### src/hw/pagerPkg.sv
package pagerPkg;

  // Address and payload sizes
  localparam int vpnW = 14;
  localparam int ppnW = 13;
  localparam int ptIdxW = 8;
  localparam int tagW = 6;

  typedef enum logic [1:0] {
    opLookup = 2'd0,
    opRefill = 2'd1,
    opDirClr = 2'd2
  } ptOpT;

  typedef enum logic [2:0] {
    pfNone      = 3'd0,
    pfParity    = 3'd1,
    pfNoAccess  = 3'd2,
    pfPrivate   = 3'd3,
    pfWriteProt = 3'd4
  } pfCodeT;

  // One half word of a page-table line, access bit leftmost
  typedef struct packed {
    logic access;
    logic public;
    logic writable;
    logic software;
    logic cache;
    logic [ppnW-1:0] ppn;
  } ptHalfT;

  // Even vpn in the left half, odd vpn in the right half
  typedef struct packed {
    ptHalfT left;
    ptHalfT right;
  } ptLineT;

endpackage

### src/hw/ptRspIf.sv
`timescale 1ns/1ps
interface ptRspIf;
  import pagerPkg::*;

  logic valid;
  logic hit;
  // Selected half of the line
  ptHalfT entry;
  logic parOk;
  logic user;
  logic write;
  logic paged;
  logic [ppnW-1:0] vpnLow;

  modport src (
    output valid, hit, entry, parOk,
    output user, write, paged, vpnLow
  );

  modport dst (
    input valid, hit, entry, parOk,
    input user, write, paged, vpnLow
  );

endinterface

### src/hw/accessCheck.sv
`timescale 1ns/1ps
module accessCheck (
  input  logic                      clk,
  input  logic                      rstN,
  ptRspIf.dst                       in,
  output logic                      rspValid,
  output logic                      pageOk,
  output logic                      pageRefill,
  output logic                      pageFail,
  output pagerPkg::pfCodeT          failCode,
  output logic [pagerPkg::ppnW-1:0] physPage,
  output logic                      cacheable
);
  import pagerPkg::*;

  logic okNext;
  logic refillNext;
  logic failNext;
  pfCodeT codeNext;
  logic [ppnW-1:0] pageNext;
  logic cacheNext;

  // Checks in priority order, exactly one outcome wins
  always_comb begin
    okNext = 1'b0;
    refillNext = 1'b0;
    failNext = 1'b0;
    codeNext = pfNone;
    pageNext = in.entry.ppn;
    cacheNext = 1'b0;
    if (!in.paged) begin
      okNext = 1'b1;
      pageNext = in.vpnLow;
    end else if (!in.hit) begin
      refillNext = 1'b1;
    end else if (!in.parOk) begin
      failNext = 1'b1;
      codeNext = pfParity;
    end else if (!in.entry.access) begin
      failNext = 1'b1;
      codeNext = pfNoAccess;
    end else if (in.user && !in.entry.public) begin
      failNext = 1'b1;
      codeNext = pfPrivate;
    end else if (in.write && !in.entry.writable) begin
      failNext = 1'b1;
      codeNext = pfWriteProt;
    end else begin
      okNext = 1'b1;
      cacheNext = in.entry.cache;
    end
  end

  always_ff @(posedge clk or negedge rstN) begin
    if (!rstN) begin
      rspValid <= 1'b0;
      pageOk <= 1'b0;
      pageRefill <= 1'b0;
      pageFail <= 1'b0;
    end else begin
      rspValid <= in.valid;
      pageOk <= in.valid && okNext;
      pageRefill <= in.valid && refillNext;
      pageFail <= in.valid && failNext;
    end
  end

  // Result payload holds its last value between responses
  always_ff @(posedge clk) begin
    if (in.valid) begin
      failCode <= codeNext;
      physPage <= pageNext;
      cacheable <= cacheNext;
    end
  end

endmodule

### src/flat_wrapper.sv
// flat-port wrapper written by rule: the top's interface ports become plain ports
module accessCheck_flat import pagerPkg::*;
  (clk, rstN, rspValid, pageOk, pageRefill, pageFail, failCode, physPage, cacheable, in_valid, in_hit, in_entry, in_parOk, in_user, in_write, in_paged, in_vpnLow);
  ptRspIf in_i ();
  input  logic clk;
  input  logic rstN;
  output logic rspValid;
  output logic pageOk;
  output logic pageRefill;
  output logic pageFail;
  output pagerPkg::pfCodeT failCode;
  output logic [pagerPkg::ppnW-1:0] physPage;
  output logic cacheable;
  input wire logic [$bits(in_i.valid)-1:0] in_valid;
  input wire logic [$bits(in_i.hit)-1:0] in_hit;
  input wire logic [$bits(in_i.entry)-1:0] in_entry;
  input wire logic [$bits(in_i.parOk)-1:0] in_parOk;
  input wire logic [$bits(in_i.user)-1:0] in_user;
  input wire logic [$bits(in_i.write)-1:0] in_write;
  input wire logic [$bits(in_i.paged)-1:0] in_paged;
  input wire logic [$bits(in_i.vpnLow)-1:0] in_vpnLow;
  assign in_i.valid = in_valid;
  assign in_i.hit = in_hit;
  assign in_i.entry = in_entry;
  assign in_i.parOk = in_parOk;
  assign in_i.user = in_user;
  assign in_i.write = in_write;
  assign in_i.paged = in_paged;
  assign in_i.vpnLow = in_vpnLow;
  accessCheck u_core (.clk(clk), .rstN(rstN), .in(in_i), .rspValid(rspValid), .pageOk(pageOk), .pageRefill(pageRefill), .pageFail(pageFail), .failCode(failCode), .physPage(physPage), .cacheable(cacheable));
endmodule
### config.mk
export PLATFORM = sky130hd
export DESIGN_NAME = accessCheck_flat
export DESIGN_NICKNAME = d
export VERILOG_FILES = /design/src/hw/pagerPkg.sv /design/src/hw/ptRspIf.sv /design/src/hw/accessCheck.sv /design/src/flat_wrapper.sv
export SDC_FILE = /design/constraint.sdc
export NUM_CORES = 1
export LEC_CHECK = 0
export BUFFER_PORTS_ARGS = -buffer_cell sky130_fd_sc_hd__buf_2
export CAP_MARGIN = 15
export CORE_MARGIN = 8
export CORE_UTILIZATION = 43
export DETAILED_ROUTE_END_ITERATION = 6
export PLACE_DENSITY = 0.82
export SETUP_SLACK_MARGIN = 0.2
export SLEW_MARGIN = 20
export SYNTH_ARGS = -nofsm -noshare
export SYNTH_HDL_FRONTEND = slang
export SYNTH_SLANG_ARGS = --single-unit
export TNS_END_PERCENT = 100
### constraint.sdc
create_clock -name clk -period 0.8 [get_ports clk]
set_input_delay 0 -clock clk [delete_from_list [all_inputs] [get_ports clk]]
set_output_delay 0 -clock clk [all_outputs]
set_load 0.1 [all_outputs]
==> results.tsv <==
stage	metric	value	unit
status	outcome	finished with violations	
status	violations	hold timing, setup timing	
synth	ys_types	18	
critical_path	path_class	flip-flop to output pin	
synth	yosysWarnings	0	
critical_path	setup.worst_path.end_class	output pin	
clocking	clock_sinks	21	
timing	slew_headroom	85.8	%
synth	netlist_area	903	sq um
timing	period_needed	0.977	ns
die	core_area	0.00198	sq mm
drt	routed_via_density	5.01	
final_layout	fill_cells	90	
die	rows	16	
global_route	antenna_found_initial	0	
drt	num_vias	736	
timing	layout_setup_ws	-0.177	ns
drt	detail_route.wl_per_cell	17.9	um
clocking	cts_buffers	3	
global_route	grt_overflow_total	0	
placement	hpwl	2220	um
drt	ant_nets	0	
critical_path	crit_chain	buf_12	
drt	drt_iter0_drc	16	
critical_path	cp_slowest_cell	dfrtp_4	
synth	synthCells	53	
critical_path	crit_required	0.80	ns
clocking	cts_resized	0	
timing	hold_violations	14	
clocking	clk_pin_slew_worst_paths	0.11	ns
power	power.total	3.14	mW
synth	synth_fp_nets	92	
placement	io_buffers	58	
placement	dp_cells	142	
timing	holdWs	-0.0330	ns
timing	grt_setup_unrepaired	true	
synth	synth-seq-cells	21	
timing	worst_slew_pin_slew	0.213	ns
final_layout	nets	160	
drt	wirelength	2630	um
final_layout	drive_gt1_share	72.5	%
die	die_y	61.8	um
clocking	cts_hold_buf	1	
power	p_leak	0.754	nW
final_layout	finalNonFillerCells	147	
global_route	grt_max_degree	12	
critical_path	arrival	0.98	ns
die	ios	60	
global_route	grt_pass1_wl	3880	um
power	powerDensity	1870	mW/mm^2
die	start_util	45.6	%
die	dieArea	0.00382	sq mm
final_layout	num_antenna_cells	0	
clocking	cts_tree	yes	
critical_path	cp.depth	1	
die	die_w	61.8	um
clocking	cts_root_buf	clkbuf_4	
drt	drt-pass1-iter-count	4	
synth	syn_area_per_cell	17.0	sq um
critical_path	worstSetupEndpoint	pageFail	
global_route	grt_usage	14.1	%
timing	timing.final.crit_share	122	%
flow_run	maxCapViolations	0	
critical_path	crit_buf_inv	1	
placement	gp_congestion	0.622	
power	ir_drop	1.42	mV
critical_path	cp-start-kind	flip-flop	
clocking	post_cts_buffers	0	
timing	drv_slew	0	
clocking	ctsLongestPathBuffers	2	
synth	synth-seq-area-share	67.6	%
drt	drc	0	
critical_path	setup.worst_path.start	u_core.pageFail	
timing	setup_viol	21	
timing	fmax	1020	MHz
final_layout	syn_to_final_growth	85.5	%
placement	place_ws	-0.0395	ns
critical_path	slowest_delay	0.50	ns
critical_path	crit_family	flip-flops	
clocking	cts-htree-levels	1	
hold_path	hp-class	primary input to flip-flop	
hold_path	min_from	in_hit	
global_route	grt_pass1_vias	816	
critical_path	cp_max_fo	1	
## Yosys cell counts, drive strengths merged
master	count	area [sq um]
nand3	2	10.0
nor2	1	3.75
inv	1	3.75
edfxtp	17	510
o22ai	1	6.26
dfrtp	4	100
nor3b	2	20.0
nand2b	2	12.5
nand3b	1	7.51
nand2	3	11.3
nor3	1	5.00
mux2	13	165
buf	2	31.3
nand4	1	6.26
a21oi	2	10.0
## routing by layer
layer  track usage [%]  part of all wire (%)  wire, um
met1              12.9                    33       870
met2              25.1                    50      1300
met3              7.00                    15       390
met4              7.14                   2.4        62
met5                 0                     0         0
## final cells by class
class	count	area (sq um)	share of cell area [%]
Timing Repair Buffer	65	686	40.9
Sequential cell	21	626	37.3
Clock buffer	4	26.3	1.57
Inverter	1	3.75	0.224
Tap cell	27	33.8	2.02
Multi-Input combinational cell	29	300	17.9
## power by group
group / switching [mW] / internal [mW]
clock: 0.309 / 0.194
combinational: 0.776 / 0.502
sequential: 0.0673 / 1.29
## metrics by stage
step                      area, sq um  utilization [%]  setup TNS, ns  hold slack [ns]
after floorplan                   970                -          -1.78           -0.296
after global placement           1640             82.7         -0.163           -0.198
after detailed placement         1640             82.7         -0.369           -0.191
after CTS                        1680             84.5          -3.01          -0.0506
after global routing             1680             84.5          -3.55          -0.0466
final                            1680             84.5          -2.75          -0.0330
## cells in the final DEF (no fill, tap or decap)
cell type / netlist / final
buf_4: 0 / 4
nand4_1: 1 / 1
clkbuf_4: 0 / 3
inv_1: 1 / 1
nand3_1: 2 / 1
nand2_1: 3 / 2
nand3b_1: 1 / 1
nor3b_1: 1 / 1
nand3_2: 0 / 1
nor3_1: 1 / 1
mux2_4: 5 / 13
nand2b_1: 2 / 2
buf_2: 0 / 37
buf_12: 1 / 23
a21oi_1: 2 / 2
o22ai_1: 1 / 1
edfxtp_1: 17 / 17
nor2_1: 1 / 1
nor3b_2: 1 / 1
clkbuf_1: 0 / 1
nand2_4: 0 / 1
dlygate4sd3_1: 0 / 1
dfrtp_4: 0 / 4
## registers in the layout, indices dropped and copies added, names as in the netlist
register	flops
u_core.pageRefill	1
u_core.cacheable	1
u_core.pageOk	1
u_core.failCode	3
u_core.rspValid	1
u_core.physPage	13
u_core.pageFail	1
## how the worst min path moves through the flow
stage | endpoint | depth (start not counted)
2_1_floorplan | u_core.pageFail | 0
3_3_place_gp | u_core.pageOk | 1
3_5_place_dp | u_core.pageRefill | 1
4_1_cts | u_core.pageRefill | 2
5_1_grt | u_core.pageRefill | 2
6_report | u_core.pageRefill | 2
## logic make-up (layout without fill, tap and decap cells)
group	count (synthesis)	in the layout	share of synthesized area, %
compound gates	3	3	1.80
flops	21	21	67.6
mux	13	13	18.3
buf+inv	3	70	3.88
simple gates	13	13	8.45
No activity file was read; power rests on OpenSTA's default activity.
